**src/rtl/phxPkg.sv**
```systemverilog
package phxPkg;

	// ==============================
	// Basic types
	// ==============================

	typedef logic [31:0] phxWord;
	typedef logic [5:0] phxReg;

	// Architectural stack pointer, banked copies live in r60 to r63
	localparam phxReg SP_REG = 6'd31;

	// ==============================
	// Instruction encodings
	// ==============================

	typedef enum logic [5:0] {
		OP_NOP     = 6'h00,
		OP_R2      = 6'h02,
		OP_ADDI    = 6'h04,
		OP_SUBFI   = 6'h05,
		OP_ANDI    = 6'h08,
		OP_ORI     = 6'h09,
		OP_XORI    = 6'h0A,
		OP_CMP_EQI = 6'h10,
		OP_CMP_LTI = 6'h11,
		OP_PFX     = 6'h3F
	} phxOpcode;

	// Function field of the R2 format
	typedef enum logic [5:0] {
		OP_ADD     = 6'h04,
		OP_SUB     = 6'h05,
		OP_AND     = 6'h08,
		OP_OR      = 6'h09,
		OP_XOR     = 6'h0A,
		OP_CMP_EQ  = 6'h10,
		OP_CMP_LT  = 6'h11,
		OP_CMP_LTU = 6'h12,
		OP_SLL     = 6'h18,
		OP_SRL     = 6'h19,
		OP_SRA     = 6'h1A
	} phxFunc;

	// Opcode sits in the low six bits of every format
	typedef struct packed {
		logic [25:0] payload;
		phxOpcode opcode;
	} phxAnyFmt;

	typedef struct packed {
		logic [1:0] spare;
		phxFunc func;
		phxReg Rb;
		phxReg Ra;
		phxReg Rt;
		phxOpcode opcode;
	} phxR2Fmt;

	typedef struct packed {
		logic [13:0] imm;
		phxReg Ra;
		phxReg Rt;
		phxOpcode opcode;
	} phxRiFmt;

	// Prefix supplies the upper immediate bits of the next instruction
	typedef struct packed {
		logic [25:0] imm;
		phxOpcode opcode;
	} phxPfxFmt;

	typedef union packed {
		phxAnyFmt any;
		phxR2Fmt r2;
		phxRiFmt ri;
		phxPfxFmt pfx;
	} phxInsn;

	typedef enum logic [3:0] {
		ALU_ADD,
		ALU_SUB,
		ALU_SUBF,
		ALU_AND,
		ALU_OR,
		ALU_XOR,
		ALU_SLL,
		ALU_SRL,
		ALU_SRA,
		ALU_EQ,
		ALU_LT,
		ALU_LTU
	} phxAluOp;

	// ==============================
	// Pipeline buses
	// ==============================

	typedef struct packed {
		phxInsn insn;
		logic [2:0] spSel;
	} phxFetch;

	// b carries the immediate for the RI format
	typedef struct packed {
		phxAluOp op;
		phxReg Rt;
		phxWord a;
		phxWord b;
		logic rfwr;
	} phxDecode;

	typedef struct packed {
		phxReg Rt;
		phxWord value;
		logic rfwr;
	} phxExec;

	typedef struct packed {
		phxReg Rt;
		phxWord value;
	} phxResult;

endpackage

```
**src/rtl/phxResult.sv**
```systemverilog
`timescale 1ns/1ps

module phxResult (
	input  logic clk,
	input  logic rstN,
	input  logic exValid,
	output logic exReady,
	input  phxPkg::phxExec ex,
	output logic wrEn,
	output phxPkg::phxReg wrAddr,
	output phxPkg::phxWord wrData,
	output phxPkg::phxReg resRt,
	output logic resWr,
	output logic resValid,
	input  logic resReady,
	output phxPkg::phxResult result
);

	logic take;
	logic resRfwr;

	assign exReady = ~resValid | resReady;
	assign take = exValid & exReady;

	// Register file is written on the same edge the entry is taken
	assign wrEn = take & ex.rfwr;
	assign wrAddr = ex.Rt;
	assign wrData = ex.value;

	always_ff @(posedge clk) begin
		if (!rstN)
			resValid <= 1'b0;
		else if (exReady)
			resValid <= exValid;
	end

	// Output held stable until the consumer takes it
	always_ff @(posedge clk) begin
		if (take) begin
			result.Rt <= ex.Rt;
			result.value <= ex.value;
			resRfwr <= ex.rfwr;
		end
	end

	assign resRt = result.Rt;
	assign resWr = resValid & resRfwr;

endmodule

```
**config.mk**
```make
export PLATFORM = sky130hd
export DESIGN_NAME = phxResult
export DESIGN_NICKNAME = d
export VERILOG_FILES = /design/src/rtl/phxPkg.sv /design/src/rtl/phxResult.sv
export SDC_FILE = /design/constraint.sdc
export NUM_CORES = 1
export LEC_CHECK = 0
export ABC_AREA = 0
export BUFFER_PORTS_ARGS = -buffer_cell sky130_fd_sc_hd__buf_4
export CORE_ASPECT_RATIO = 0.9
export CORE_MARGIN = 8
export CORE_UTILIZATION = 41
export DETAILED_ROUTE_END_ITERATION = 16
export GPL_TIMING_DRIVEN = 0
export PLACE_DENSITY = 0.84
export SLEW_MARGIN = 10
export SYNTH_ARGS = -nofsm -noshare
export SYNTH_HDL_FRONTEND = slang
export SYNTH_SLANG_ARGS = --single-unit
```
**constraint.sdc**
```tcl
create_clock -name clk -period 5.05 [get_ports clk]
set_input_delay 1.01 -clock clk [delete_from_list [all_inputs] [get_ports clk]]
set_output_delay 1.01 -clock clk [all_outputs]
set_load 0.02 [all_outputs]
```
; ---- Yosys cells after proc, flatten, opt, wreduce, memory -nomap -nowiden
; Index checks and enable logic that the tools add are counted.
[classes]
n_bitwise = 5
[op_table]
columns = cell, n
row1 = $and A1 B1 Y1, 3
row2 = $not A1 Y1, 1
row3 = $or A1 B1 Y1, 1
[word_totals]
reg_bits = 40
inputBits = 43

; ---- Logic depth before layout (Yosys ltp)
[logic_depth]
ltp_word = 4
ltp_mapped = 2

; ---- Worst setup path after synthesis
; No wires, ideal clock.
[synth_timing]
path_type = in2reg
startpoint = input port resReady
endpoint = register resRfwr, enable pin
arrival_time_ns = 2.138
required_time_ns = 4.650
slack_ns = 2.512
path_stages = 2
path_buffers = 0
cell_sequence = nand2b_4 -> and2_1
[synth_via]
elab_chain_len = 2
[synth_rtl]
columns = item, line
row1 = from (decl), phxResult.sv:15  ; input logic resReady,
row2 = $or A1 B1 Y1, phxResult.sv:22  ; assign exReady = ~resValid | resReady;
row3 = $and A1 B1 Y1, phxResult.sv:23  ; assign take = exValid & exReady;
row4 = net take, phxResult.sv:19  ; logic take;
row5 = to (signal assigned), phxResult.sv:42  ; resRfwr <= ex.rfwr;
row6 = to (decl), phxResult.sv:20  ; logic resRfwr;
; The timed path passes the listed nets, and every way through them passes these cells.
; A chain may end at the register's enable or synchronous reset.

; ---- Worst setup path after layout
[layout_timing]
startpoint = input port resReady
endpoint = output port wrEn
[layout_via]
elab_chain_len = 3
[layout_rtl]
columns = item, line
row1 = $or A1 B1 Y1, phxResult.sv:22
row2 = $and A1 B1 Y1, phxResult.sv:23
row3 = $and A1 B1 Y1, phxResult.sv:26  ; assign wrEn = take & ex.rfwr;
row4 = to (decl), phxResult.sv:9  ; output logic wrEn,
; Every way passes these cells.

==> run summary <==
Comb power frac = 21.9%
Remaining DRCs = 0
Hold WC Path Type = flop to flop
initial drt markers = 59
Crit Path Category = input port to output port
CP max FO = 4
run status = finished, final reports clean
# clock sinks = 40
Post-Route Skew = 6.01 ps
H-tree levels = 2
DR vias = 1178
area of the multi-input gates = 41.3 um^2
Buffers & Inverters on Critical Path = 2
grt met1 use = 15.8%
setup TNS = 0 ps
Skew-Pair Late Insertion Delay = 290 ps
Core Region = 0.00368 mm^2
fin nets = 269
Final min period = 2590 ps
Critical Path Slowest Stage Cell = and3_1
vias in the first global route = 1213
CTS buffer count = 5
Initial Util = 42.6%
total I/O pin count = 129
final setup fails = 0
CTS tree = built
Critical Path End Type = output port
I/O Buffers = 128
Max Slew Vio Count = 0
met2 Track Usage GR = 32.2%
Psw = 199 uW
crit share post-route = 51.3%
PwrDens = 304 mW/mm^2
clock slew at reported path FFs = 70 ps
Pre-antenna DRT Iters = 4
leakage power = 0.00130 uW
most frequent cells in the layout = buf_4, edfxtp_1, clkbuf_8
gr busiest metal = met2
antenna-violating nets left = 0
Setup crit start kind = input port
final WL = 5270 um
largest net degree at the start of global routing = 35
CTS resizes = 0
first-pass GRT wire length = 7150 um
Cell Int Power = 624 uW
Yosys reg bits = 40
Area Growth Syn to Fin = 73.3%
Reg power frac = 47.9%
Slew @ Worst Pin = 180 ps
die height = 74.6 um
wire per inst = 19.3 um
Hold WS = 533 ps
switch share = 24.2%
M3 GR Usage = 5.97%
relative slew slack = 88.0%
ant diodes = 0
CP most frequent cell = buf_4
Yosys warning count = 0
Max rail drop VDD = 0.000205 V
FF+latch area = 0.00119 mm^2
Hold Buf Count CTS = 0
Critical Path RT = 4040 ps
Clock power frac = 30.2%
CTS Root Cell = clkbuf_8
Synth cell types = 8
Synth Area per Inst = 17.4 um^2
layout cells sized above 1 = 80.2%
sequential share of the synthesized area = 76.1%
initial antenna violation count = 0
Final Hold Viols = 0
mapped cell area = 0.00157 mm^2
max_cap viols = 0
setup repair after global routing missed its margin = false
Mapped Cells = 90
GP Congestion = 0.768
Die Width = 81.1 um
setup bufs post-CTS = 0
standard-cell row count = 21
cell family with most CP delay = simple AND/OR/NAND/NOR gates
Via density = 4.32
grt total ovfl = 0
fill count = 254
maximum clock path buffer count = 2
die area = 0.00605 mm^2
syn nets = 133
Peak Freq = 386 MHz
CP max stage delay = 180 ps
most common cell after layout, fill and taps aside = buf_4
Cell Chain, Critical Path = buf_4, nand2b_4, and3_1, buf_4
GRT Overall Usage = 16.5%
Worst Path Arrival = 1580 ps
per-layer routing:
layer	vias up	routed length (um)
li1	541	-
met1	551	1730
met2	81	2940
met3	5	569
met4	0	28
met5	-	0
state kept, by name, indices dropped and copies added, names as in the netlist:
| signal | cells |
|---|---|
| resRfwr | 1 |
| resRt | 6 |
| resValid | 1 |
| result | 32 |
cell type report:
cell class,instances,share of cell area (%)
buffer,44,12.2
clock buffer,6,2.68
clock inverter,2,1.29
inverter,1,0.138
multi-input combinational,5,1.52
sequential,40,43.9
tap,46,2.12
timing repair buffer,129,36.2
power by group through the flow:
stage               combinational, uW  clock [uW]  sequential, uW
floorplan                        60.6           0             425
global placement                  176           0             401
detailed placement                183           0             402
CTS                               183         254             394
global route                      189         264             396
finish                            180         249             394
metrics by stage:
| stage | std cells | setup WS, ps | utilization [%] | power (uW) | instance area [um^2] |
|---|---|---|---|---|---|
| global route | 273 | 2430 | 73.7 | 849 | 2710 |
| finish | 273 | 2460 | 73.7 | 823 | 2710 |
| CTS | 273 | 2450 | 73.7 | 831 | 2710 |
| floorplan | 90 | 2510 | - | 486 | 1570 |
| detailed placement | 265 | 2460 | 70.8 | 584 | 2610 |
| global placement | 264 | 2130 | 70.2 | 577 | 2580 |
logic make-up (layout without fill, tap and decap cells):
| group | Yosys count | count (layout) | synth area share (%) |
|---|---|---|---|
| AOI/OAI and AO/OA | 1 | 1 | 0.480 |
| DFF | 40 | 40 | 76.1 |
| and+or+nand+nor | 4 | 4 | 2.08 |
| buffers and inverters | 45 | 182 | 21.3 |
worst min-delay path: cells and delay by family (launching register included):
kind	cells	cell delay, ps
and+or+nand+nor	1	90
AOI/OAI and AO/OA	1	60
DFF	1	340
cell usage after synthesis:
cell	count	area, um^2
and2_1	2	12.5
dfxtp_1	1	20.0
nand2b_4	1	13.8
and3_1	1	6.26
a21boi_1	1	7.51
buf_4	44	330
inv_1	1	3.75
edfxtp_1	39	1170
worst paths after layout:
check                start          to  slack (ps)  cells past startpoint
setup / recovery  resReady        wrEn        2460                      4
hold / removal    resValid    resValid         530                      2
setup reg to reg  resValid  result[12]        3830                      3
hold reg to reg   resValid    resValid         530                      2
Note: power is estimated with default switching activity, not from simulation.
