==> src/rtl/phxPkg.sv <==
package phxPkg;

	// ==============================
	// Basic types
	// ==============================

	typedef logic [31:0] phxWord;
	typedef logic [5:0] phxReg;

	// Architectural stack pointer, banked copies live in r60 to r63
	localparam phxReg SP_REG = 6'd31;

	// ==============================
	// Instruction encodings
	// ==============================

	typedef enum logic [5:0] {
		OP_NOP     = 6'h00,
		OP_R2      = 6'h02,
		OP_ADDI    = 6'h04,
		OP_SUBFI   = 6'h05,
		OP_ANDI    = 6'h08,
		OP_ORI     = 6'h09,
		OP_XORI    = 6'h0A,
		OP_CMP_EQI = 6'h10,
		OP_CMP_LTI = 6'h11,
		OP_PFX     = 6'h3F
	} phxOpcode;

	// Function field of the R2 format
	typedef enum logic [5:0] {
		OP_ADD     = 6'h04,
		OP_SUB     = 6'h05,
		OP_AND     = 6'h08,
		OP_OR      = 6'h09,
		OP_XOR     = 6'h0A,
		OP_CMP_EQ  = 6'h10,
		OP_CMP_LT  = 6'h11,
		OP_CMP_LTU = 6'h12,
		OP_SLL     = 6'h18,
		OP_SRL     = 6'h19,
		OP_SRA     = 6'h1A
	} phxFunc;

	// Opcode sits in the low six bits of every format
	typedef struct packed {
		logic [25:0] payload;
		phxOpcode opcode;
	} phxAnyFmt;

	typedef struct packed {
		logic [1:0] spare;
		phxFunc func;
		phxReg Rb;
		phxReg Ra;
		phxReg Rt;
		phxOpcode opcode;
	} phxR2Fmt;

	typedef struct packed {
		logic [13:0] imm;
		phxReg Ra;
		phxReg Rt;
		phxOpcode opcode;
	} phxRiFmt;

	// Prefix supplies the upper immediate bits of the next instruction
	typedef struct packed {
		logic [25:0] imm;
		phxOpcode opcode;
	} phxPfxFmt;

	typedef union packed {
		phxAnyFmt any;
		phxR2Fmt r2;
		phxRiFmt ri;
		phxPfxFmt pfx;
	} phxInsn;

	typedef enum logic [3:0] {
		ALU_ADD,
		ALU_SUB,
		ALU_SUBF,
		ALU_AND,
		ALU_OR,
		ALU_XOR,
		ALU_SLL,
		ALU_SRL,
		ALU_SRA,
		ALU_EQ,
		ALU_LT,
		ALU_LTU
	} phxAluOp;

	// ==============================
	// Pipeline buses
	// ==============================

	typedef struct packed {
		phxInsn insn;
		logic [2:0] spSel;
	} phxFetch;

	// b carries the immediate for the RI format
	typedef struct packed {
		phxAluOp op;
		phxReg Rt;
		phxWord a;
		phxWord b;
		logic rfwr;
	} phxDecode;

	typedef struct packed {
		phxReg Rt;
		phxWord value;
		logic rfwr;
	} phxExec;

	typedef struct packed {
		phxReg Rt;
		phxWord value;
	} phxResult;

endpackage

==> src/rtl/phxAlu.sv <==
`timescale 1ns/1ps

module phxAlu (
	input  logic clk,
	input  logic rstN,
	input  logic decValid,
	output logic decReady,
	input  phxPkg::phxDecode dec,
	output logic exValid,
	input  logic exReady,
	output phxPkg::phxExec ex,
	output phxPkg::phxReg exRt,
	output logic exWr
);
	import phxPkg::*;

	phxWord aluOut;
	logic [4:0] shamt;

	assign shamt = dec.b[4:0];

	// ==============================
	// Integer ALU
	// ==============================

	always_comb begin
		case (dec.op)
		ALU_ADD:  aluOut = dec.a + dec.b;
		ALU_SUB:  aluOut = dec.a - dec.b;
		// Subtract from, used by SUBFI
		ALU_SUBF: aluOut = dec.b - dec.a;
		ALU_AND:  aluOut = dec.a & dec.b;
		ALU_OR:   aluOut = dec.a | dec.b;
		ALU_XOR:  aluOut = dec.a ^ dec.b;
		ALU_SLL:  aluOut = dec.a << shamt;
		ALU_SRL:  aluOut = dec.a >> shamt;
		ALU_SRA:  aluOut = phxWord'($signed(dec.a) >>> shamt);
		ALU_EQ:   aluOut = {31'd0, dec.a == dec.b};
		ALU_LT:   aluOut = {31'd0, $signed(dec.a) < $signed(dec.b)};
		ALU_LTU:  aluOut = {31'd0, dec.a < dec.b};
		default:  aluOut = '0;
		endcase
	end

	// ==============================
	// Pipeline register
	// ==============================

	assign decReady = ~exValid | exReady;

	always_ff @(posedge clk) begin
		if (!rstN)
			exValid <= 1'b0;
		else if (decReady)
			exValid <= decValid;
	end

	always_ff @(posedge clk) begin
		if (decValid && decReady) begin
			ex.Rt <= dec.Rt;
			ex.value <= aluOut;
			ex.rfwr <= dec.rfwr;
		end
	end

	// Pending write seen by the decoder interlock
	assign exRt = ex.Rt;
	assign exWr = exValid & ex.rfwr;

endmodule

==> config.mk <==
export PLATFORM = sky130hd
export DESIGN_NAME = phxAlu
export DESIGN_NICKNAME = d
export VERILOG_FILES = /design/src/rtl/phxPkg.sv /design/src/rtl/phxAlu.sv
export SDC_FILE = /design/constraint.sdc
export NUM_CORES = 1
export LEC_CHECK = 0
export BUFFER_PORTS_ARGS = -buffer_cell sky130_fd_sc_hd__buf_2
export CORE_ASPECT_RATIO = 0.8
export CORE_UTILIZATION = 35
export DETAILED_ROUTE_END_ITERATION = 8
export SYNTH_ARGS = -nofsm -noshare
export SYNTH_HDL_FRONTEND = slang
export SYNTH_SLANG_ARGS = --single-unit
==> constraint.sdc <==
create_clock -name clk -period 5.4 [get_ports clk]
set_input_delay 1.08 -clock clk [delete_from_list [all_inputs] [get_ports clk]]
set_output_delay 1.08 -clock clk [all_outputs]
set_load 0.02 [all_outputs]
* After elaboration in Yosys (flattened, before gate mapping)
Cells that the tools add are included.
Operators by class: bitwise gates (word level) 6, order comparisons 2, reduce and logical (&&, ||, !) cells 2, shifts and indexed selects 3, equality and inequality tests 12, muxes and demuxes 1, add/sub/neg operators 3
Operator list (number):
- case mux 32 bit (12 select lines) | 1
- less-than comparator 32 bit | 2
- subtractor 32 bit | 2
- adder 32 bit | 1
- AND 32 bit | 1
- == test 32 bit | 1
- OR 32 bit | 1
- << shifter 32 x 5 -> 32 bit | 1
- right shift 32 x 5 -> 32 bit | 1
- >>> shifter 32 x 5 -> 32 bit | 1
- XOR 32 bit | 1
- == test 4 x 3 -> 1 bit (second input constant) | 4
- == test 4 bit (second input constant) | 4
- == test 4 x 2 -> 1 bit (second input constant) | 2
- == test 4 x 1 -> 1 bit (second input constant) | 1
- logical NOT 4 bit | 1
- AND 1 bit | 1
- logical AND 1 bit | 1
- NOT 1 bit | 1
- OR 1 bit | 1
Storage, ports and cells: bits of input ports 79, word-level logic and storage cells 33, flip-flop bits (word level) 40, output and inout bits 48

* Logic depth before layout (Yosys ltp)
Gate-level depths: netlist of the first run.
depth in word-level cells 3, mapped depth 20, gate-level depth less buffers 20

* Worst setup path after synthesis of the first run
OpenSTA, ideal clock, no wires.
path kind in2reg, start input port dec[3] in the netlist's numbering, end register ex[21] in the netlist's numbering (data pin), path buffers 3, path slack 396 ps, stages 15, data arrival time 4739 ps, setup time 265 ps, required time 5135 ps, path through inv_2 buf_1 buf_2 clkbuf_1 ha_1 o21ba_2 or4_1 nand3_1 a311oi_1 a211oi_1 nor3_1 o31ai_1 xnor2_1 o221ai_1 or3_1
On the way: word-level cells in the longest chain between the ends 2, elaborated cells between the ends (all ways) 7, those cells by class 3 x add/sub; 3 x shift; 1 x mux
Ends and longest elaborated chain:
- start: declaration | RTL line phxAlu.sv:8 | input phxPkg::phxDecode dec,
- subtractor 32 bit (tied with other cells) | RTL line phxAlu.sv:31 | ALU_SUBF: aluOut = dec.b - dec.a;
- case mux 32 bit (12 select lines) * | RTL line phxAlu.sv:27 | case (dec.op)
- via aluOut[20] | RTL line phxAlu.sv:17 | phxWord aluOut;
- end: declaration | RTL line phxAlu.sv:11 | output phxPkg::phxExec ex,
The timed path passes the listed nets; every way through them passes the cells marked *. A chain may end at the register's enable or synchronous reset.

* Worst setup path after layout of the first run
start input port dec[44] in the netlist's numbering, end register ex[28] in the netlist's numbering (data pin)
The elaborated chain is that of the path after synthesis.

==> flow_metrics.tcl, run 1 <==
set metrics [dict create \
    period_needed_ns 5.27 \
    grt-ovfl-total 0 \
    synth_area_leaders "ha_1 15%, edfxtp_1 11%, o21ai_0 7.5%" \
    synth.distinct_cells 75 \
    grt_usage 0.295 \
    fin_hold_ws_ns 0.531 \
    pre_cts_ws_ns -0.0401 \
    final_hold_viol_count 0 \
    r2r-start "exValid" \
    grt_use_met2 0.428 \
    fmax_mhz 190 \
    ys_seq_elements 40 \
    slowest_stage "nor4_1" \
    fin_area_um2 11800 \
    postCtsSetupBuffers 0 \
    io_pins 127 \
    cts_resized 0 \
    crit_start "dec[44]" \
    cts_tree "yes" \
    dpl-instance-area_um2 11600 \
    ir_worst_vdd_v 0.000109 \
    cts.clk_slew.worst_paths_ns 0.07 \
    seq_area_frac_synth 0.113 \
    drv_cap 0 \
    drc 0 \
    ff2ff_path_depth 2 \
    period_share 0.975 \
    routedWlPerCell_um 24.4 \
    setup_violations 0 \
    synthFlopType "edfxtp_1" \
    synthCells 1424 \
    async_flop_share 0 \
    numCtsBuffers 5 \
    synth_edf_count 39 \
    syn_nets 1633 \
    grt_first_pass_wirelength_mm 68.2 \
    gp_congestion 1.02 \
    totalWireLength_mm 46.2 \
    arrival_ns 5.31 \
    crit_path_start_kind "input port" \
    clkLatencyLatePin_ns 0.32 \
    max_stage_delay_ns 0.97 \
    grt_max_degree 66 \
    clockBufferDepth 2 \
    netlist_area_um2 10500 \
    required_ns 5.45 \
    slew_violations 0 \
    final_cell_mix "158 x o21ai_0, 141 x nor2_1, 128 x ha_1" \
    vias 12000 \
    row_count 56 \
    crit_path_max_fanout 5 \
    grt_antenna_before_repair 4 \
    p_leak_nw 5.11 \
    cts_hold_buffers 0 \
    clock_skew_ns 0.00938 \
    drive_gt1_frac 0.156 \
    drt-pass1-iter-count 6 \
    grt_pass1_vias 11000 \
    die_w_um 196 \
    nNetsFinal 1726 \
    worstHoldPathCells 2 \
    reg2reg_slack_ns 3.68 \
    h-tree-depth 2 \
    drtAntennaViolNets 0 \
    hpwl_mm 37.1 \
    fin_ws_ns 0.134 \
    slew_headroom 0.221 \
    worstMarginPinSlew_ns 1.16 \
    r2r-end "ex[4]" \
    status "finished, final reports clean" \
    vias_per_cell 6.32 \
    met3_usage 0.0651 \
    io_buffers 126 \
    hold_path_end "exValid" \
    yosys_warnings 0 \
    synth_top_area_frac 0.152 \
    grt_use_met1 0.420 \
    final_common_cell "o21ai_0" \
    busiest_layer "met2" \
    min-delay-start "exValid" \
    power_density_nw_per_um2 167 \
    cp-end-kind "flop" \
    initial_core_util 0.357 \
    grt_setup_unrepaired "false" \
    syn_area_per_cell_um2 7.38 \
    worst_hold_path_type "flop to flop" \
    cts.sinks 40 \
    coreArea_um2 29400 \
    crit_chain "buf_2 -> nor4_1 -> and2_1 -> nand3_1 -> or3_1 -> o21ai_0 -> xnor2_1 -> ha_1 -> inv_1 -> nor2_1 -> nor2_1 -> a22o_1 -> a41oi_1 -> nand3_1 -> mux2i_1 -> a2111oi_0 -> o21ai_0" \
    synth_area_leader_cell "ha_1" \
    crit_type "input port to flop" \
    die_height_um 157 \
    first_iter_violations 1677 \
    clockRootBuffer "clkbuf_16" \
    dieArea_um2 30700 \
    area_growth_pct 12.4 \
]
## state kept, by name, summed over array words and instances, names as in the netlist
register	cells
exValid	1
ex	33
exRt	6
## Yosys cell counts, drive strengths merged (12+ instances only)
master    n
nor4     12
a221oi   23
a22oi    17
a21o     15
mux2     12
o21ai   160
buf      25
a31oi    16
mux4     18
inv     102
edfxtp   39
clkbuf   66
ha      128
nand4    16
xnor2    70
nor2    142
a211oi   17
mux2i    75
nand3    29
o21bai   16
nand2   105
a21oi    95
nor3     26
o211ai   20
nand2b   29
## power by group
part,total (mW),internal (mW),switching [mW]
registers,0.391,0.382,0.00937
clock network,0.379,0.218,0.161
logic,1.20,0.436,0.765
## layout make-up
| class | instances | area (um2) |
|---|---|---|
| diodes | 2 | 5.00 |
| clock buffers | 5 | 125 |
| clock inverters | 3 | 42.5 |
| fillers | 3136 | 17600 |
| inverters | 104 | 390 |
| multi-input cells | 1189 | 8570 |
| flip-flops and latches | 40 | 1190 |
| well taps | 377 | 472 |
| repair buffers | 177 | 1010 |
## per-stage QoR
stage | instances | total power, mW | setup TNS [ns] | utilization
global placement | 1887 | 1.56 | -0.170 | 0.396
CTS | 1895 | 1.95 | 0 | 0.401
global route | 1895 | 2.07 | 0 | 0.401
finish | 1897 | 1.97 | 0 | 0.401
floorplan | 1424 | 1.18 | 0 | -
detailed placement | 1887 | 1.56 | -0.109 | 0.396
## critical path, delay by kind of cell
| family | cells | cell delay (ns) |
|---|---|---|
| buf+inv | 2 | 0.21 |
| mux | 1 | 0.13 |
| fa+ha+maj | 1 | 0.38 |
| compound gates | 5 | 1.21 |
| xor+xnor | 1 | 0.09 |
| simple gates | 7 | 2.21 |
## per-layer routing
metal / vias up / part of all wire
li1: 5430 / -
met2: 759 / 0.41
met4: 0 / 0.040
met5: - / 0
met1: 5701 / 0.45
met3: 107 / 0.10
## logic make-up (layout without fill, tap and decap cells)
| logic type | count (synthesis) | count (layout) | synth area share |
|---|---|---|---|
| AOI/OAI and AO/OA | 470 | 470 | 0.291 |
| xor gates and xnor gates | 79 | 79 | 0.0658 |
| adders and majority gates | 130 | 130 | 0.156 |
| buffers and inverters | 195 | 289 | 0.0724 |
| DFF | 40 | 40 | 0.113 |
| muxes | 105 | 105 | 0.123 |
| other | 0 | 2 | 0 |
| and+or+nand+nor | 405 | 405 | 0.179 |
## worst max-delay path by stage
stage	end	cells after the start	slack [ns]
final	ex[28]	17	0.13
after global routing	ex[32]	16	0.02
after CTS	ex[28]	17	0.25
after detailed placement	ex[31]	18	-0.04
after global placement	ex[32]	16	-0.07
after floorplan	ex[21]	15	0.40
(Power assumes the default switching activity.)
==> run 2, diff against run 1 <==
--- a/config.mk
+++ b/config.mk
@@ -5,6 +5,7 @@
 export SDC_FILE = /design/constraint.sdc
 export NUM_CORES = 1
 export LEC_CHECK = 0
+export ABC_AREA = 1
 export BUFFER_PORTS_ARGS = -buffer_cell sky130_fd_sc_hd__buf_2
 export CORE_ASPECT_RATIO = 0.8
 export CORE_UTILIZATION = 35
==> flow_metrics.tcl, run 2 <==
set metrics [dict create \
    setup_violations 0 \
    crit_path_start_kind "input port" \
    min-delay-start "exValid" \
    first_iter_violations 2368 \
    num-fill-cells 4017 \
    status "finished, final reports clean" \
    synthFlopType "edfxtp_1" \
    r2r-start "exValid" \
    die_height_um 171 \
    clock_skew_ns 0.00937 \
    crit_path_max_fanout 7 \
    power_density_nw_per_um2 155 \
    drv_cap 0 \
    clockBufferDepth 2 \
    worstMarginPinSlew_ns 0.925 \
    grt-ovfl-total 0 \
    largest_reg_flops 33 \
    coreArea_um2 34900 \
    synth_area_leader_cell "nand2_1" \
    syn_area_per_cell_um2 5.45 \
    vias_per_cell 5.65 \
    postCtsSetupBuffers 0 \
    async_flop_share 0 \
    synthCells 2282 \
    grt_antenna_before_repair 1 \
    yosys.cell_count.top_type "nand2_1" \
    clockRootBuffer "clkbuf_16" \
    grt_pass1_vias 13700 \
    synth.distinct_cells 50 \
    crit_start "dec[33]" \
    seq_area_frac_synth 0.0958 \
    fin_ws_ns 0.369 \
    drtAntennaViolNets 0 \
    h-tree-depth 2 \
    slew_violations 0 \
    dpl-instance-area_um2 13400 \
    routedWlPerCell_um 21.8 \
    fin_tns_setup_ns 0 \
    cts.sinks 40 \
    synth_area_leaders "nand2_1 22%, nand3_1 16%, ha_1 13%" \
    fin_area_um2 13600 \
    netlist_area_um2 12400 \
    cts_hold_buffers 0 \
    gp_congestion 1.01 \
    grt_usage 0.333 \
    io_pins 127 \
    area_growth_pct 9.07 \
    pre_cts_ws_ns 0.291 \
    regArea_um2 1190 \
    die_w_um 213 \
    hpwl_mm 50.2 \
    nNetsFinal 2566 \
    cp-end-kind "flop" \
    drc 0 \
    yosys-top-cells-count "717 x nand2_1, 393 x nand3_1, 300 x inv_1, 194 x nor2_1, 128 x ha_1" \
    clkLatencyLatePin_ns 0.33 \
    final_cell_mix "717 x nand2_1, 393 x nand3_1, 299 x inv_1" \
    slew_headroom 0.381 \
    cts_tree "yes" \
    grt_first_pass_wirelength_mm 89.2 \
    crit_type "input port to flop" \
    numCtsBuffers 5 \
    cts_resized 0 \
    ir_worst_vdd_v 0.000110 \
    totalWireLength_mm 61.6 \
    ys_seq_elements 40 \
    yosys_warnings 0 \
    worst_hold_path_type "flop to flop" \
    required_ns 5.47 \
    period_share 0.932 \
    drt-pass1-iter-count 6 \
    arrival_ns 5.10 \
    final_hold_viol_count 0 \
    cts.clk_slew.worst_paths_ns 0.08 \
    synth_edf_count 39 \
    period_needed_ns 5.03 \
    final_common_cell "nand2_1" \
    final_cell_count_no_fill 2831 \
    vias 16000 \
    row_count 61 \
    place_inst 2822 \
    synth_top_area_frac 0.216 \
    drive_gt1_frac 0.0848 \
    grt_setup_unrepaired "false" \
    dieArea_um2 36300 \
    p_leak_nw 7.34 \
    grt_max_degree 75 \
    top_register "ex" \
    multiInputGateArea_um2 9650 \
    initial_core_util 0.356 \
    io_buffers 126 \
    fmax_mhz 199 \
    syn_nets 2491 \
]
==> run 2: cell count changes after synthesis, moves of 52 or more <==
cell | before | now
nand2_1 | 105 | 717
nand3_1 | 29 | 393
inv_1 | 100 | 300
mux2i_1 | 75 | 1
xnor2_1 | 70 | 2
o21ai_0 | 158 | 92
nor2_1 | 142 | 194
==> run 2: report_power, final <==
group / switching (mW) / total (mW) / internal, mW
Clock: 0.189 / 0.411 / 0.222
Combinational: 0.930 / 1.30 / 0.368
Sequential: 0.0127 / 0.393 / 0.380
Total: 1.13 / 2.10 / 0.970
==> run 2: critical path, stage by stage <==
cell,delay [ns]
buf_2,0.12
inv_1,0.21
ha_1,0.22
nand3_1,0.17
nor2_1,0.21
nand2_1,0.14
nor2_2,0.19
nand2_1,0.11
nor2_1,0.28
nor2_1,0.09
xor2_1,0.16
ha_1,0.37
nand2_1,0.12
nor2_1,0.18
inv_1,0.13
nor3_1,0.50
nand3_1,0.32
nand2_1,0.14
nand2_1,0.05
nand3_1,0.17
nand3_1,0.12
==> run 2: logic make-up (layout without fill, tap and decap cells) <==
kind of cell    Yosys count  after routing  synth area share
simple gates           1417           1417             0.494
buf+inv                 391            467             0.129
compound gates          268            268             0.123
fa+ha+maj               130            130             0.132
flops                    40             40            0.0958
xor+xnor                 35             35            0.0247
mux                       1              1          0.000805
other cells               0              1                 0
==> run 2: final cells by class <==
class,count,area share
Inverter,314,0.0873
Multi-Input combinational cell,1851,0.711
Clock buffer,5,0.00923
Timing Repair Buffer,145,0.0570
Tap cell,472,0.0436
Sequential cell,40,0.0878
Clock inverter,3,0.00341
Antenna cell,1,0.000185
==> run 2: per-stage QoR <==
stage                     hold slack, ns  utilization  power [mW]
after detailed placement           0.556        0.384        1.65
after global routing               0.605        0.389        2.22
final                              0.561        0.389        2.10
after CTS                          0.567        0.389        2.06
after global placement             0.544        0.384        1.66
after floorplan                    0.742            -        1.23
==> run 2: path summary, 6_finish.rpt <==
path | to | slack (ns) | depth (start not counted)
worst max register to register | ex[14] | 3.95 | 2
worst max-delay path | ex[29] | 0.37 | 21
worst min-delay path | exValid | 0.56 | 2
worst min register to register | exValid | 0.56 | 2
==> run 2: routing by layer <==
metal  GRT usage  wire length (um)
met2       0.474             24500
met1       0.500             28400
met4      0.0973              1880
met5           0                 0
met3      0.0613              6800
==> run 3, diff against run 2 <==
==> constraint.sdc (replaced) <==
create_clock -name clk -period 6.2 [get_ports clk]
set_input_delay 1.24 -clock clk [delete_from_list [all_inputs] [get_ports clk]]
set_output_delay 1.24 -clock clk [all_outputs]
set_load 0.02 [all_outputs]
==> flow_metrics.tcl, run 3 (same netlist as run 2, synthesis figures left out) <==
set metrics [dict create \
    status "finished, final reports clean" \
    hold_path_end "exValid" \
    fin_tns_setup_ns 0 \
    drt-pass1-iter-count 8 \
    period_needed_ns 4.81 \
    final_hold_viol_count 0 \
    fmax_mhz 208 \
    gp_congestion 1.03 \
    r2r-end "ex[25]" \
    cts.sinks 40 \
    worst_hold_path_type "flop to flop" \
    totalWireLength_mm 60.0 \
    first_iter_violations 2267 \
    drtAntennaViolNets 0 \
    cts.clk_slew.worst_paths_ns 0.07 \
    grt_first_pass_wirelength_mm 87.2 \
    drc 0 \
    area_growth_pct 9.00 \
    initial_core_util 0.356 \
    top_register "ex" \
    required_ns 6.28 \
    drv_cap 0 \
    reg2reg_slack_ns 4.79 \
    io_buffers 126 \
    vias 16000 \
    die_height_um 171 \
    nNetsFinal 2565 \
    cp-end-kind "flop" \
    clock_skew_ns 0.0195 \
    io_pins 127 \
    slew_violations 0 \
    power_density_nw_per_um2 133 \
    grt-ovfl-total 0 \
    crit_path_start_kind "input port" \
    dieArea_um2 36300 \
    grt_max_degree 75 \
    cts_tree "yes" \
    final_common_cell "nand2_1" \
    ir_worst_vdd_v 0.0000980 \
    arrival_ns 4.89 \
    vias_per_cell 5.66 \
    slew_headroom 0.413 \
    cts_hold_buffers 0 \
    cts_resized 0 \
    drive_gt1_frac 0.0844 \
    antennaDiodeCount 0 \
    row_count 61 \
    routedWlPerCell_um 21.2 \
    fin_util 0.389 \
    grt_setup_unrepaired "false" \
    h-tree-depth 2 \
    r2r-start "exValid" \
    final_cell_mix "717 x nand2_1, 393 x nand3_1, 299 x inv_1" \
    crit_type "input port to flop" \
    clockBufferDepth 2 \
    clockRootBuffer "clkbuf_16" \
    worstHoldPathCells 2 \
    p_leak_nw 7.34 \
    clkLatencyLatePin_ns 0.33 \
    hpwl_mm 49.4 \
    postCtsSetupBuffers 0 \
    ff2ff_path_depth 2 \
    coreArea_um2 34900 \
    min-delay-start "exValid" \
    largest_reg_flops 33 \
    setup_violations 0 \
    numCtsBuffers 5 \
    grt_antenna_before_repair 0 \
    grt_usage 0.326 \
    grt_pass1_vias 13800 \
    period_share 0.776 \
    crit_path_max_fanout 7 \
    worstMarginPinSlew_ns 0.880 \
    die_w_um 213 \
]
## run 3: changes by cell type in the layout (fill, tap and decap cells not counted)
cell	change
clkinvlp_4	-1
buf_4	-1
diode_2	-1
clkinv_4	+2
inv_6	-1
## run 3: cell type report
| class | count | area, um2 |
|---|---|---|
| sequential | 40 | 1190 |
| clock buffer | 5 | 125 |
| fill | 4025 | 21300 |
| multi-input combinational | 1851 | 9650 |
| timing repair buffer | 144 | 766 |
| inverter | 314 | 1180 |
| clock inverter | 3 | 47.5 |
| tap | 472 | 591 |
## run 3: power breakdown
| part | leakage (nW) | internal, mW | switching, mW |
|---|---|---|---|
| logic | 6.86 | 0.319 | 0.800 |
| registers | 0.395 | 0.331 | 0.0110 |
| clock network | 0.0840 | 0.193 | 0.153 |
| total | 7.34 | 0.843 | 0.965 |
## run 3: stage by stage
step                      instance area (um2)  worst slack (ns)  instances  total power [mW]  hold WS, ns
after global placement                  13400              1.16       2821              1.43        0.541
after detailed placement                13400              1.19       2821              1.43        0.566
after floorplan                         12400              2.40       2282              1.07        0.742
after CTS                               13600              1.52       2829              1.77        0.574
after global routing                    13600              1.12       2829              1.92        0.604
final                                   13600              1.39       2829              1.81        0.572
## run 3: how the worst max path moves through the flow
| stage | depth (start not counted) | startpoint | to | slack, ns |
|---|---|---|---|---|
| 6_report | 17 | dec[33] | ex[21] | 1.39 |
| 5_1_grt | 21 | dec[33] | ex[28] | 1.12 |
| 4_1_cts | 21 | dec[33] | ex[28] | 1.52 |
| 3_5_place_dp | 21 | dec[33] | ex[28] | 1.19 |
| 3_3_place_gp | 17 | dec[39] | ex[21] | 1.16 |
| 2_1_floorplan | 19 | dec[34] | ex[32] | 2.40 |
## run 3: critical path, stage by stage
cell and delay, ns:
buf_2 0.13, inv_1 0.23, nand3_1 0.15, nor2_1 0.19
nand2_1 0.19, o21ai_0 0.53, xor2_1 0.17, ha_1 0.42
nand2_1 0.11, inv_1 0.09, nand2_1 0.09, nor3_1 0.50
nand4_1 0.38, nand3_1 0.18, nand2_1 0.06, nand3_1 0.13
nand3_1 0.09
## run 3: routing by layer
metal / wire length (um) / GRT usage
met3: 7370 / 0.0743
met2: 23900 / 0.464
met1: 27200 / 0.483
met4: 1600 / 0.0841
met5: 0 / 0
