$ cat src/rtl/phxPkg.sv
package phxPkg;

	// ==============================
	// Basic types
	// ==============================

	typedef logic [31:0] phxWord;
	typedef logic [5:0] phxReg;

	// Architectural stack pointer, banked copies live in r60 to r63
	localparam phxReg SP_REG = 6'd31;

	// ==============================
	// Instruction encodings
	// ==============================

	typedef enum logic [5:0] {
		OP_NOP     = 6'h00,
		OP_R2      = 6'h02,
		OP_ADDI    = 6'h04,
		OP_SUBFI   = 6'h05,
		OP_ANDI    = 6'h08,
		OP_ORI     = 6'h09,
		OP_XORI    = 6'h0A,
		OP_CMP_EQI = 6'h10,
		OP_CMP_LTI = 6'h11,
		OP_PFX     = 6'h3F
	} phxOpcode;

	// Function field of the R2 format
	typedef enum logic [5:0] {
		OP_ADD     = 6'h04,
		OP_SUB     = 6'h05,
		OP_AND     = 6'h08,
		OP_OR      = 6'h09,
		OP_XOR     = 6'h0A,
		OP_CMP_EQ  = 6'h10,
		OP_CMP_LT  = 6'h11,
		OP_CMP_LTU = 6'h12,
		OP_SLL     = 6'h18,
		OP_SRL     = 6'h19,
		OP_SRA     = 6'h1A
	} phxFunc;

	// Opcode sits in the low six bits of every format
	typedef struct packed {
		logic [25:0] payload;
		phxOpcode opcode;
	} phxAnyFmt;

	typedef struct packed {
		logic [1:0] spare;
		phxFunc func;
		phxReg Rb;
		phxReg Ra;
		phxReg Rt;
		phxOpcode opcode;
	} phxR2Fmt;

	typedef struct packed {
		logic [13:0] imm;
		phxReg Ra;
		phxReg Rt;
		phxOpcode opcode;
	} phxRiFmt;

	// Prefix supplies the upper immediate bits of the next instruction
	typedef struct packed {
		logic [25:0] imm;
		phxOpcode opcode;
	} phxPfxFmt;

	typedef union packed {
		phxAnyFmt any;
		phxR2Fmt r2;
		phxRiFmt ri;
		phxPfxFmt pfx;
	} phxInsn;

	typedef enum logic [3:0] {
		ALU_ADD,
		ALU_SUB,
		ALU_SUBF,
		ALU_AND,
		ALU_OR,
		ALU_XOR,
		ALU_SLL,
		ALU_SRL,
		ALU_SRA,
		ALU_EQ,
		ALU_LT,
		ALU_LTU
	} phxAluOp;

	// ==============================
	// Pipeline buses
	// ==============================

	typedef struct packed {
		phxInsn insn;
		logic [2:0] spSel;
	} phxFetch;

	// b carries the immediate for the RI format
	typedef struct packed {
		phxAluOp op;
		phxReg Rt;
		phxWord a;
		phxWord b;
		logic rfwr;
	} phxDecode;

	typedef struct packed {
		phxReg Rt;
		phxWord value;
		logic rfwr;
	} phxExec;

	typedef struct packed {
		phxReg Rt;
		phxWord value;
	} phxResult;

endpackage

$ cat src/rtl/phxDecoder.sv
`timescale 1ns/1ps

module phxDecoder (
	input  logic clk,
	input  logic rstN,
	input  logic inValid,
	output logic inReady,
	input  phxPkg::phxFetch inFetch,
	output phxPkg::phxReg raAddr,
	output phxPkg::phxReg rbAddr,
	input  phxPkg::phxWord raData,
	input  phxPkg::phxWord rbData,
	output logic decValid,
	input  logic decReady,
	output phxPkg::phxDecode dec,
	input  phxPkg::phxReg exRt,
	input  logic exWr,
	input  phxPkg::phxReg resRt,
	input  logic resWr
);
	import phxPkg::*;

	phxInsn insn;
	logic isR2;
	logic isPfx;
	logic sendDown;
	logic hasRa;
	logic hasRb;
	phxAluOp aluOp;
	phxReg rawRt;
	phxReg rawRa;
	phxReg rt;
	phxWord imm;
	logic pfxValid;
	logic [17:0] pfxImm;
	phxReg [2:0] pendRt;
	logic [2:0] pendWr;
	logic hazard;
	logic loadDec;
	logic accept;

	// Register 31 selects one of the banked stack pointers
	function automatic phxReg mapSp(input phxReg r, input logic [2:0] sel);
		if (r == SP_REG && sel >= 3'd1 && sel <= 3'd4)
			return 6'd59 + 6'(sel);
		return r;
	endfunction

	function automatic logic pending(input phxReg src, input phxReg [2:0] rts,
		input logic [2:0] wrs);
		logic hit;
		hit = 1'b0;
		for (int i = 0; i < 3; i++) begin
			if (wrs[i] && rts[i] == src)
				hit = 1'b1;
		end
		return hit && (src != '0);
	endfunction

	// ==============================
	// Instruction decode
	// ==============================

	assign insn = inFetch.insn;
	assign isR2 = insn.any.opcode == OP_R2;
	assign isPfx = insn.any.opcode == OP_PFX;

	always_comb begin
		aluOp = ALU_ADD;
		sendDown = 1'b1;
		case (insn.any.opcode)
		OP_R2:
			case (insn.r2.func)
			OP_ADD:     aluOp = ALU_ADD;
			OP_SUB:     aluOp = ALU_SUB;
			OP_AND:     aluOp = ALU_AND;
			OP_OR:      aluOp = ALU_OR;
			OP_XOR:     aluOp = ALU_XOR;
			OP_SLL:     aluOp = ALU_SLL;
			OP_SRL:     aluOp = ALU_SRL;
			OP_SRA:     aluOp = ALU_SRA;
			OP_CMP_EQ:  aluOp = ALU_EQ;
			OP_CMP_LT:  aluOp = ALU_LT;
			OP_CMP_LTU: aluOp = ALU_LTU;
			default:    sendDown = 1'b0;
			endcase
		OP_ADDI:    aluOp = ALU_ADD;
		OP_SUBFI:   aluOp = ALU_SUBF;
		OP_ANDI:    aluOp = ALU_AND;
		OP_ORI:     aluOp = ALU_OR;
		OP_XORI:    aluOp = ALU_XOR;
		OP_CMP_EQI: aluOp = ALU_EQ;
		OP_CMP_LTI: aluOp = ALU_LT;
		// NOP, PFX and unknown codes send nothing on
		default:    sendDown = 1'b0;
		endcase
	end

	// Every operation sent on reads Ra, only R2 reads Rb
	assign hasRa = sendDown;
	assign hasRb = sendDown & isR2;

	// Rt and Ra sit at the same bits in the R2 and RI formats
	assign rawRt = insn.ri.Rt;
	assign rawRa = insn.ri.Ra;
	assign rt = mapSp(rawRt, inFetch.spSel);
	assign raAddr = hasRa ? mapSp(rawRa, inFetch.spSel) : '0;
	assign rbAddr = hasRb ? mapSp(insn.r2.Rb, inFetch.spSel) : '0;

	// Sign extended immediate, widened by a preceding prefix
	always_comb begin
		imm = {{18{insn.ri.imm[13]}}, insn.ri.imm};
		if (pfxValid)
			imm[31:14] = pfxImm;
	end

	// ==============================
	// Interlock and handshake
	// ==============================

	// Writes still on their way to the register file
	assign pendRt = {resRt, exRt, dec.Rt};
	assign pendWr = {resWr, exWr, decValid & dec.rfwr};

	assign hazard = pending(raAddr, pendRt, pendWr) | pending(rbAddr, pendRt, pendWr);
	assign loadDec = ~decValid | decReady;
	assign inReady = loadDec & ~hazard;
	assign accept = inValid & inReady;

	always_ff @(posedge clk) begin
		if (!rstN) begin
			decValid <= 1'b0;
			pfxValid <= 1'b0;
		end else begin
			if (loadDec)
				decValid <= accept & sendDown;
			// Prefix applies only to the very next accepted instruction
			if (accept)
				pfxValid <= isPfx;
		end
	end

	always_ff @(posedge clk) begin
		if (accept && isPfx)
			pfxImm <= insn.pfx.imm[17:0];
		if (accept && sendDown) begin
			dec.op <= aluOp;
			dec.Rt <= rt;
			dec.a <= raData;
			dec.b <= isR2 ? rbData : imm;
			dec.rfwr <= rt != '0;
		end
	end

endmodule

$ cat config.mk
export PLATFORM = sky130hd
export DESIGN_NAME = phxDecoder
export DESIGN_NICKNAME = d
export VERILOG_FILES = /design/src/rtl/phxPkg.sv /design/src/rtl/phxDecoder.sv
export SDC_FILE = /design/constraint.sdc
export NUM_CORES = 1
export LEC_CHECK = 0
export ABC_AREA = 1
export ABC_CLOCK_PERIOD_IN_PS = 5200
export BUFFER_PORTS_ARGS = -buffer_cell sky130_fd_sc_hd__buf_2
export CORE_MARGIN = 10
export CORE_UTILIZATION = 48
export CTS_CLUSTER_DIAMETER = 60
export DETAILED_ROUTE_END_ITERATION = 7
export GPL_ROUTABILITY_DRIVEN = 0
export PLACE_DENSITY_LB_ADDON = 0.25
export SLEW_MARGIN = 20
export SYNTH_ARGS = -nofsm -noshare
export SYNTH_HDL_FRONTEND = slang
export SYNTH_SLANG_ARGS = --single-unit
$ cat constraint.sdc
create_clock -name clk -period 5.2 [get_ports clk]
set_input_delay 0.52 -clock clk [delete_from_list [all_inputs] [get_ports clk]]
set_output_delay 0.52 -clock clk [all_outputs]
set_load 0.05 [all_outputs]
# ---- Word level (Yosys, flattened, before mapping)
# Index checks and enable logic that the tools add are counted.
dict set report classes {
  n_mux 23
  n_reduce_logical 21
  eq_ne 29
  bitwise 9
  n_lt_le_gt_ge 2
  n_addsub 1
}
# cell n
set ops {}
lappend ops {{$eq 6x5->1 const B} 11}
lappend ops {{$mux 6} 8}
lappend ops {{$pmux 4 s10} 1}
lappend ops {{$eq 6x4->1 const B} 6}
lappend ops {{$eq 6x6->1} 6}
lappend ops {{$mux 32} 1}
lappend ops {{$pmux 4 s7} 1}
lappend ops {{$eq 6x3->1 const B} 4}
lappend ops {{$mux 18} 1}
lappend ops {{$reduce_bool 6->1} 3}
lappend ops {{$logic_and 1x1->1} 16}
lappend ops {{$reduce_or 11->1} 1}
lappend ops {{$mux 1} 10}
lappend ops {{$reduce_or 7->1} 1}
lappend ops {{$eq 6x2->1 const B} 1}
lappend ops {{$eq 6x6->1 const B} 1}
lappend ops {{$add 4x4->5 const A} 1}
lappend ops {{$and 1x1->1} 5}
lappend ops {{$ge 3x1->1 const B} 1}
lappend ops {{$le 3x3->1 const B} 1}
lappend ops {{$not 1->1} 2}
lappend ops {{$or 1x1->1} 2}
lappend ops {{$pmux 1 s2} 1}
dict set report word_totals {
  elab_cells 93
  reg_bits 95
  out_inout_bits 89
}

# ---- Logic depth before layout (Yosys ltp)
# Gate-level depths: netlist (run 1).
dict set report depth {
  word_depth 17
  ltp_mapped 19
  ltp_nobuf 19
}

# ---- Worst setup path after synthesis (run 1)
# No wires, ideal clock.
dict set report synth_path {
  kind {input to register}
  startpoint {input port inFetch[1] (netlist bit)}
  endpoint {register dec[0] (netlist bit), enable pin}
  t_arrival_ns 4.075
  setup_slack_ns 0.696
  path_stages 17
  path_cell_list {inv_1 -> ha_1 -> inv_1 -> ha_1 -> nor3b_2 -> nand3b_4 -> o21ai_1 -> nand3_1 -> inv_1 -> nand2_1 -> nand3_1 -> nor2_1 -> nand2_1 -> nand3_1 -> nand2_1 -> nand4_1 -> inv_1}
}
dict set report synth_between {
  elab_chain_len 17
  elab_cells_between_ends 42
}
# item line_no
set synth_rtl {}
lappend synth_rtl {{start: declaration} phxDecoder.sv:8} ;# input phxPkg::phxFetch inFetch,
lappend synth_rtl {{$ge 3x1->1} phxDecoder.sv:44} ;# if (r == SP_REG && sel >= 3'd1 && sel <= 3'd4)
lappend synth_rtl {{$logic_and 1x1->1 (2 in series)} phxDecoder.sv:44}
lappend synth_rtl {{$mux 1} phxDecoder.sv:44}
lappend synth_rtl {{$mux 6 *} phxDecoder.sv:46} ;# return r;
lappend synth_rtl {{$mux 6 *} phxDecoder.sv:108} ;# assign rbAddr = hasRb ? mapSp(insn.r2.Rb, inFetch.spSel) : '0;
lappend synth_rtl {{via rbAddr[3]} phxDecoder.sv:10} ;# output phxPkg::phxReg rbAddr,
lappend synth_rtl {{$eq 6x6->1} phxDecoder.sv:54} ;# if (wrs[i] && rts[i] == src)
lappend synth_rtl {{$logic_and 1x1->1} phxDecoder.sv:54}
lappend synth_rtl {{$mux 1 (3 in series)} phxDecoder.sv:54}
lappend synth_rtl {{$logic_and 1x1->1 *} phxDecoder.sv:57} ;# return hit && (src != '0);
lappend synth_rtl {{$or 1x1->1 *} phxDecoder.sv:125} ;# assign hazard = pending(raAddr, pendRt, pendWr) | pending(rbAddr, pendRt, pendWr);
lappend synth_rtl {{$not 1->1 *} phxDecoder.sv:127} ;# assign inReady = loadDec & ~hazard;
lappend synth_rtl {{$and 1x1->1 *} phxDecoder.sv:127}
lappend synth_rtl {{$and 1x1->1 *} phxDecoder.sv:128} ;# assign accept = inValid & inReady;
lappend synth_rtl {{$logic_and 1x1->1 *} phxDecoder.sv:146} ;# if (accept && sendDown) begin
lappend synth_rtl {{end: declaration} phxDecoder.sv:15} ;# output phxPkg::phxDecode dec,
# The timed path passes the listed nets; every way through them passes the cells marked *. The select of a mux whose other input is x is not followed.
# A chain may end at the register's enable or synchronous reset.

# ---- Final worst setup path (run 1)
dict set report layout_path {
  startpoint {input port inFetch[8] (netlist bit)}
  endpoint {output port inReady}
}
dict set report layout_between {
  elab_chain_len 14
  elab_cells_between_ends 38
}
# item line_no
set layout_rtl {}
lappend layout_rtl {{$eq 6x5->1 (tied with other cells)} phxDecoder.sv:71} ;# case (insn.any.opcode)
lappend layout_rtl {{$reduce_or 7->1 (no source line)} -}
lappend layout_rtl {{$pmux 1 s2} phxDecoder.sv:71}
lappend layout_rtl {{$and 1x1->1} phxDecoder.sv:101} ;# assign hasRb = sendDown & isR2;
lappend layout_rtl {{$mux 6} phxDecoder.sv:108}
lappend layout_rtl {{$eq 6x6->1} phxDecoder.sv:54}
lappend layout_rtl {{$logic_and 1x1->1} phxDecoder.sv:54}
lappend layout_rtl {{$mux 1 (3 in series)} phxDecoder.sv:54}
lappend layout_rtl {{$logic_and 1x1->1} phxDecoder.sv:57}
lappend layout_rtl {{$or 1x1->1 *} phxDecoder.sv:125}
lappend layout_rtl {{$not 1->1 *} phxDecoder.sv:127}
lappend layout_rtl {{$and 1x1->1 *} phxDecoder.sv:127}
lappend layout_rtl {{end: declaration} phxDecoder.sv:7} ;# output logic inReady,
# Mark *: on every way between the ends. The rest lies on a longest branch, timed or not.

==> key figures, run 1 <==
Clocking
  • H-tree depth: 3
  • CTS Buffer Depth: 2
  • Sink Count: 95
  • Post-CTS Setup Bufs: 0
  • CTS tree: built
  • Cts hold-fix bufs: 0
  • CTS root buf: clkbuf_8
  • Worst skew pair latency: ~0.36 ns
  • CTS buffer count: 9
  • Clock transition at the registers of the reported paths: approximately 0.10 ns
  • Resize count post-CTS: 0

Route
  • # DRC: 0
  • Vias per cell: between 5 and 6
  • Initial DRC Count: approximately 310
  • Routed Antenna Nets: 0
  • DR WL/cell: 16.9 um
  • DRT Pass-1 Iters: 5
  • DR vias: about 4400
  • Routed wire length: 14400 um

Critical path
  • Worst path slowest cell: nand3_2
  • Critical Path Source Type: input port
  • Max incr delay on CP: approximately 0.51 ns
  • Cells along the critical path: buf_2 -> nor2_2 -> nand2_1 -> nor2_2 -> buf_4 -> nand2_1 -> nand3_2 -> nand2_1 -> inv_2 -> nand2_1 -> nand2_1 -> nor2_1 -> nand3_1 -> nand3_1 -> a21oi_2 -> and2_1 -> buf_2
  • Worst r2r src: dec[65]
  • CP endpoint kind: primary output
  • Top cell by count, worst path: nand2_1
  • Crit path required time: 4.68 ns
  • WS Path Type: in2out
  • R2R Path End: pfxImm[6]
  • R2R cell count: 9
  • WP data arrival: about 3.5 ns
  • FF-to-FF setup slack: slightly below 3 ns
  • Crit-path max FO: 37

STA
  • Final Skew: about 0.017 ns
  • Period Utilization, post-route: between 70% and 80%
  • Tightest Pin Transition: 0.737 ns
  • Fmax: between 200 and 250 MHz
  • Min cycle time layout: about 4.0 ns
  • Fin. Hold Viols: 0
  • RSZ-0062 raised after global routing: no
  • Final Max Slew Viols: 0
  • Setup violators final: 0
  • Slew headroom: approximately 51%
  • Final TNS setup: 0 ns

Floorplan
  • Row cnt: 36
  • Die Ht: roughly 120 um
  • Die width: ~120 um
  • Die Footprint: 14400 um^2
  • IO Pins: slightly above 200
  • Core area: 9770 um^2
  • Initial Utilization: 49.3%

Logic synthesis
  • Synth Instances: between 500 and 600
  • FF+latch count, synth: 95
  • Ys Warns: 0
  • Syn Std Cell Area: between 4000 and 5000 um^2
  • Post-synth net total: about 630
  • Count leader, synth: nand2_1
  • EDFF count, synth: 93
  • Synth Area per Inst: ~9.4 um^2
  • Post-synth top flop: edfxtp_1
  • Sequential-to-total area share from yosys stat: 58.8%
  • Top-area cell type share of the netlist area: approximately 58%
  • Netlist cell types: 40
  • Biggest area consumer among synthesized cells: edfxtp_1
  • Synth async-reset ratio: 0%
  • Synth top area cells: edfxtp_1, nand2_1, inv_1, nand3_1, nor2_1
  • Synth top cells by count: nand2_1, edfxtp_1, inv_1, nor2_1, nand3_1

GRT
  • Largest net degree at the start of global routing: between 70 and 80
  • Global Route Usage Sum: a little under a fifth
  • First-pass GRT wire length: about 22000 um
  • Vias in the first global route: around 4300
  • Initial antenna violation count: 0
  • Remaining global-route overflow: 0

Power
  • Design Power: 1.51 mW
  • Worst VDD drop: ~0.13 mV
  • Combinational cell fraction of total power: between 10% and 20%
  • Switching pwr: just over 0.4 mW
  • Sequential power share: 57.0%
  • Clock power share: roughly 29%
  • Internal power: about 1.1 mW
  • Power Dens Cells: about 250 nW/um^2
  • Switch share: approximately 27%
  • Static leakage: approximately 2.9 nW

Finish
  • Inserted Diodes: 0
  • Layout cells sized above 1: 35.0%
  • P&R area growth vs syn: 27.1%
  • Nets: approximately 840

Hold path
  • Hold EP: dec[46]
  • Min-delay src: raData[13]
  • Hold depth: 1
  • Hold Crit Class: in2reg

Job
  • Maxcap violations: 0

Placed design
  • Hpwl dp: approximately 12000 um
  • Port Buffers: around 210

Run status
  • Outcome: completed
## layout make-up
type                       instances  area [um^2]
clock inverter                     7         48.8
inverter                          66          248
fill                             836         3650
tap                              133          166
sequential                        95         2830
timing repair buffer             207         1050
clock buffer                       9          124
multi-input combinational        338         1650
## layer usage
layer	track usage (%)	wire (um)
met3	6.98	1790
met1	22.1	5590
met5	0	0
met4	5.73	261
met2	32.2	6790
## power groups by stage
stage                     Sequential [mW]  Combinational, mW  Clock [mW]
after global placement              0.878              0.210           0
final                               0.861              0.216       0.434
after CTS                           0.861              0.216       0.440
after detailed placement            0.878              0.214           0
after global routing                0.862              0.235       0.478
after floorplan                     0.922             0.0848           0
## critical path, delay by kind of cell
kind	cells	cell delay, ns
compound gates	1	0.20
buf+inv	4	0.92
simple gates	12	1.84
## state kept, by name, indices dropped and copies added, names as in the netlist
name and count:
dec 75, pfxValid 1, decValid 1, pfxImm 18
## cells in the final DEF (no fill, tap or decap), drive strengths merged
master and instances:
a21boi 1, a21oi 6, a22oi 1, a31oi 18, and2 1, buf 207, clkbuf 9, clkinv 5
clkinvlp 1, dfxtp 2, edfxtp 93, ha 3, inv 67, nand2 152, nand3 44, nand3b 2
nand4 16, nor2 52, nor3 6, nor3b 2, nor4 1, o2111ai 2, o211ai 1, o21a 3
o21ai 21, o22ai 1, or2 1, xor2 4
## worst max path at each step
stage	start	endpoint	slack (ns)	depth (start not counted)
6_report	inFetch[8]	inReady	1.20	17
3_5_place_dp	inFetch[8]	pfxImm[0]	1.15	15
4_1_cts	inFetch[8]	inReady	1.24	15
3_3_place_gp	inFetch[8]	pfxImm[4]	1.34	15
2_1_floorplan	inFetch[1]	dec[0]	0.70	17
5_1_grt	inFetch[8]	inReady	0.89	15
## stage by stage
| step | utilization (%) | cells | hold slack [ns] | setup WS, ns | area (um^2) |
|---|---|---|---|---|---|
| 2_1_floorplan | - | 514 | 0.596 | 0.696 | 4820 |
| 3_3_place_gp | 60.9 | 839 | 0.598 | 1.34 | 5950 |
| 3_5_place_dp | 60.9 | 839 | 0.604 | 1.15 | 5950 |
| 4_1_cts | 62.6 | 855 | 0.312 | 1.24 | 6120 |
| 5_1_grt | 62.6 | 855 | 0.306 | 0.894 | 6120 |
| 6_report | 62.6 | 855 | 0.326 | 1.20 | 6120 |
## cells by family (layout without fill, tap and decap cells)
kind of cell	after synthesis	in the layout	synth area share, %
and+or+nand+nor	277	277	26.0
buffers and inverters	81	289	6.98
AOI/OAI and AO/OA	54	54	6.75
adders and majority gates	3	3	0.779
DFF	95	95	58.8
xor gates and xnor gates	4	4	0.727
No activity file was read; power rests on OpenSTA's default activity.
==> inputs of run 2 (changes only) <==
--- a/config.mk
+++ b/config.mk
@@ -6,7 +6,7 @@
 export NUM_CORES = 1
 export LEC_CHECK = 0
 export ABC_AREA = 1
-export ABC_CLOCK_PERIOD_IN_PS = 5200
+export ABC_CLOCK_PERIOD_IN_PS = 4200
 export BUFFER_PORTS_ARGS = -buffer_cell sky130_fd_sc_hd__buf_2
 export CORE_MARGIN = 10
 export CORE_UTILIZATION = 48
==> constraint.sdc (replaced) <==
create_clock -name clk -period 4.2 [get_ports clk]
set_input_delay 0.42 -clock clk [delete_from_list [all_inputs] [get_ports clk]]
set_output_delay 0.42 -clock clk [all_outputs]
set_load 0.05 [all_outputs]
==> run 2 against run 1 <==
  * Die area is the same
  * Via count shrank 0.16%
  * Largest cell class unchanged
  * Design area grew 0.33%
  * Count of clock-buffer cells in the layout grew 2
  * Worst hold slack lost 0.097 ns
  * Power grew 23%
==> key figures, run 2 (synthesis results as in run 1) <==
Finish
  • Commonest non-fill, non-tap cells in the layout: buf_2, nand2_1, edfxtp_1, inv_1, nor2_1
  • Most common cell after layout, fill and taps aside: buf_2
  • Multi-input logic area: 1650 um^2 (unchanged)
  • Core Util, Final: 62.9% (+0.20 points)
  • Reg area: 2830 um^2 (unchanged)
  • P&R area growth vs syn: 27.5%
  • Finished Layout Cells: 858 (+0.35%)
  • Top Registers: dec: 75 flops, pfxImm: 18 flops
  • Largest register FFs: 75 (unchanged)
  • Inserted Diodes: 0 (unchanged)
  • FILL cells: 847 (+1.3%)
  • Layout cells sized above 1: 34.9% (-0.14 points)
  • Nets: 840 (+0.36%)
  • Reg with most FFs: dec

Floorplan
  • Die Ht: 120 um (unchanged)
  • Die Footprint: 14400 um^2 (unchanged)
  • Initial Utilization: 49.3% (unchanged)
  • Row cnt: 36 (unchanged)
  • Core area: 9770 um^2 (unchanged)
  • Die width: 120 um (unchanged)
  • IO Pins: 206 (unchanged)

Route
  • Routed Antenna Nets: 0 (unchanged)
  • DR vias: 4400 (-0.16%)
  • Routed wl met2: 6720 um (-1.0%)
  • # DRC: 0 (unchanged)
  • Met3 Wirelength: 1410 um (-22%)
  • Initial DRC Count: 354 (+13%)
  • DR WL/cell: 16.7 um (-1.0%)
  • DRT Pass-1 Iters: 5 (unchanged)
  • Vias per cell: 5.13 (-0.51%)
  • Routed wire length: 14300 um (-0.69%)
  • Wire length on met1: 5810 um (+3.9%)
  • Max Used Layer: met4

Clocking
  • Clock transition at the registers of the reported paths: 0.09 ns (about the same)
  • Post-CTS Setup Bufs: 0 (unchanged)
  • CTS tree: built
  • Resize count post-CTS: 0 (unchanged)
  • Cts hold-fix bufs: 0 (unchanged)
  • Worst skew pair latency: 0.36 ns (about the same)
  • Sink Count: 95 (unchanged)
  • H-tree depth: 3 (unchanged)
  • CTS root buf: clkbuf_8
  • CTS Buffer Depth: 2 (unchanged)
  • CTS buffer count: 9 (unchanged)

STA
  • Setup WS post-layout: 0.603 ns (-0.593 ns)
  • Final Max Slew Viols: 0 (unchanged)
  • Fin. Hold Viols: 0 (unchanged)
  • Period Utilization, post-route: 85.7%
  • Slew headroom: 55.0% (+4.2 points)
  • Final TNS setup: 0 ns (unchanged)
  • Min cycle time layout: 3.60 ns
  • Hold slack: 0.229 ns (-0.0966 ns)
  • Final Skew: 0.0135 ns (-0.00335 ns)
  • Tightest Pin Transition: 0.674 ns (-0.0633 ns)
  • RSZ-0062 raised after global routing: no
  • Fmax: 278 MHz
  • Setup violators final: 0 (unchanged)

Critical path
  • Crit-path max FO: 28 (-24%)
  • R2R cell count: 10 (+1)
  • Critical Path Source Type: input port
  • CP endpoint kind: primary output
  • WS Path Type: in2out
  • WP data arrival: 3.18 ns (-0.30 ns)
  • Crit path required time: 3.78 ns (-0.90 ns)

GRT
  • Largest net degree at the start of global routing: 76 (unchanged)
  • Initial antenna violation count: 0 (unchanged)
  • First-pass GRT wire length: 22200 um (+0.34%)
  • Global Route Usage Sum: 19.1% (+0.12 points)
  • Remaining global-route overflow: 0 (unchanged)
  • Vias in the first global route: 4340 (+1.8%)

Job
  • Maxcap violations: 0 (unchanged)

Hold path
  • Hold Crit Class: in2reg
  • Hold depth: 1 (unchanged)

Placed design
  • Hpwl dp: 11600 um (-0.27%)
  • Port Buffers: 205 (unchanged)
  • Post-Place Cells: 842 (+0.36%)
  • Setup WS pre-CTS: 0.509 ns (-0.645 ns)

Power
  • Worst VDD drop: 0.137 mV (+5.9%)
  • Power Dens Cells: 302 nW/um^2 (+22%)
  • Static leakage: 2.91 nW (-0.36%)

Run status
  • Outcome: completed
-- run 2: changes by cell type in the layout (fill, tap and decap cells not counted), moves of 2 or more --
cell        delta
clkinvlp_4     +4
clkinv_2       -2
inv_2          -2
buf_4          +3
clkinv_4       -2
clkbuf_1       +2
-- run 2: final cells by class --
| type | instances | area share (%) |
|---|---|---|
| Clock buffer | 11 | 2.14 |
| Clock inverter | 5 | 0.570 |
| Inverter | 66 | 4.09 |
| Multi-Input combinational cell | 338 | 26.9 |
| Sequential cell | 95 | 46.1 |
| Tap cell | 133 | 2.71 |
| Timing Repair Buffer | 210 | 17.5 |
-- run 2: final timing paths --
kind	start	endpoint	slack [ns]
min reg2reg	decValid	decValid	0.62
max	inFetch[29]	inReady	0.60
min	raData[14]	dec[47]	0.23
max reg2reg	dec[69]	dec[21]	1.93
-- run 2: report_power, final --
group / internal, mW / switching, mW / total, mW
clock network: 0.214 / 0.306 / 0.520
registers: 1.06 / 0.00547 / 1.07
logic: 0.0863 / 0.181 / 0.267
total: 1.36 / 0.492 / 1.85
-- run 2: layer usage --
layer	vias to the layer above	global-route usage (%)
li1	2152	-
met1	1984	22.4
met5	-	0
met3	31	5.96
met4	0	8.07
met2	233	32.0
-- run 2: critical path: stages --
cell,delay [ns]
buf_2,0.08
inv_1,0.06
nand2_1,0.11
inv_1,0.09
nand3_1,0.12
nand2_1,0.08
o21ai_1,0.17
nand3_2,0.54
nand3_1,0.46
inv_1,0.11
nand2_1,0.07
nand3_1,0.09
nor2_1,0.10
nand2_1,0.06
nand3_1,0.08
nand2_1,0.13
and2_1,0.19
buf_2,0.21
-- run 2: metrics by stage --
stage / total power, mW / cell area (um^2)
final: 1.85 / 6140
after global routing: 1.93 / 6140
after CTS: 1.87 / 6140
after detailed placement: 1.35 / 5980
after global placement: 1.35 / 5980
after floorplan: 1.25 / 4820
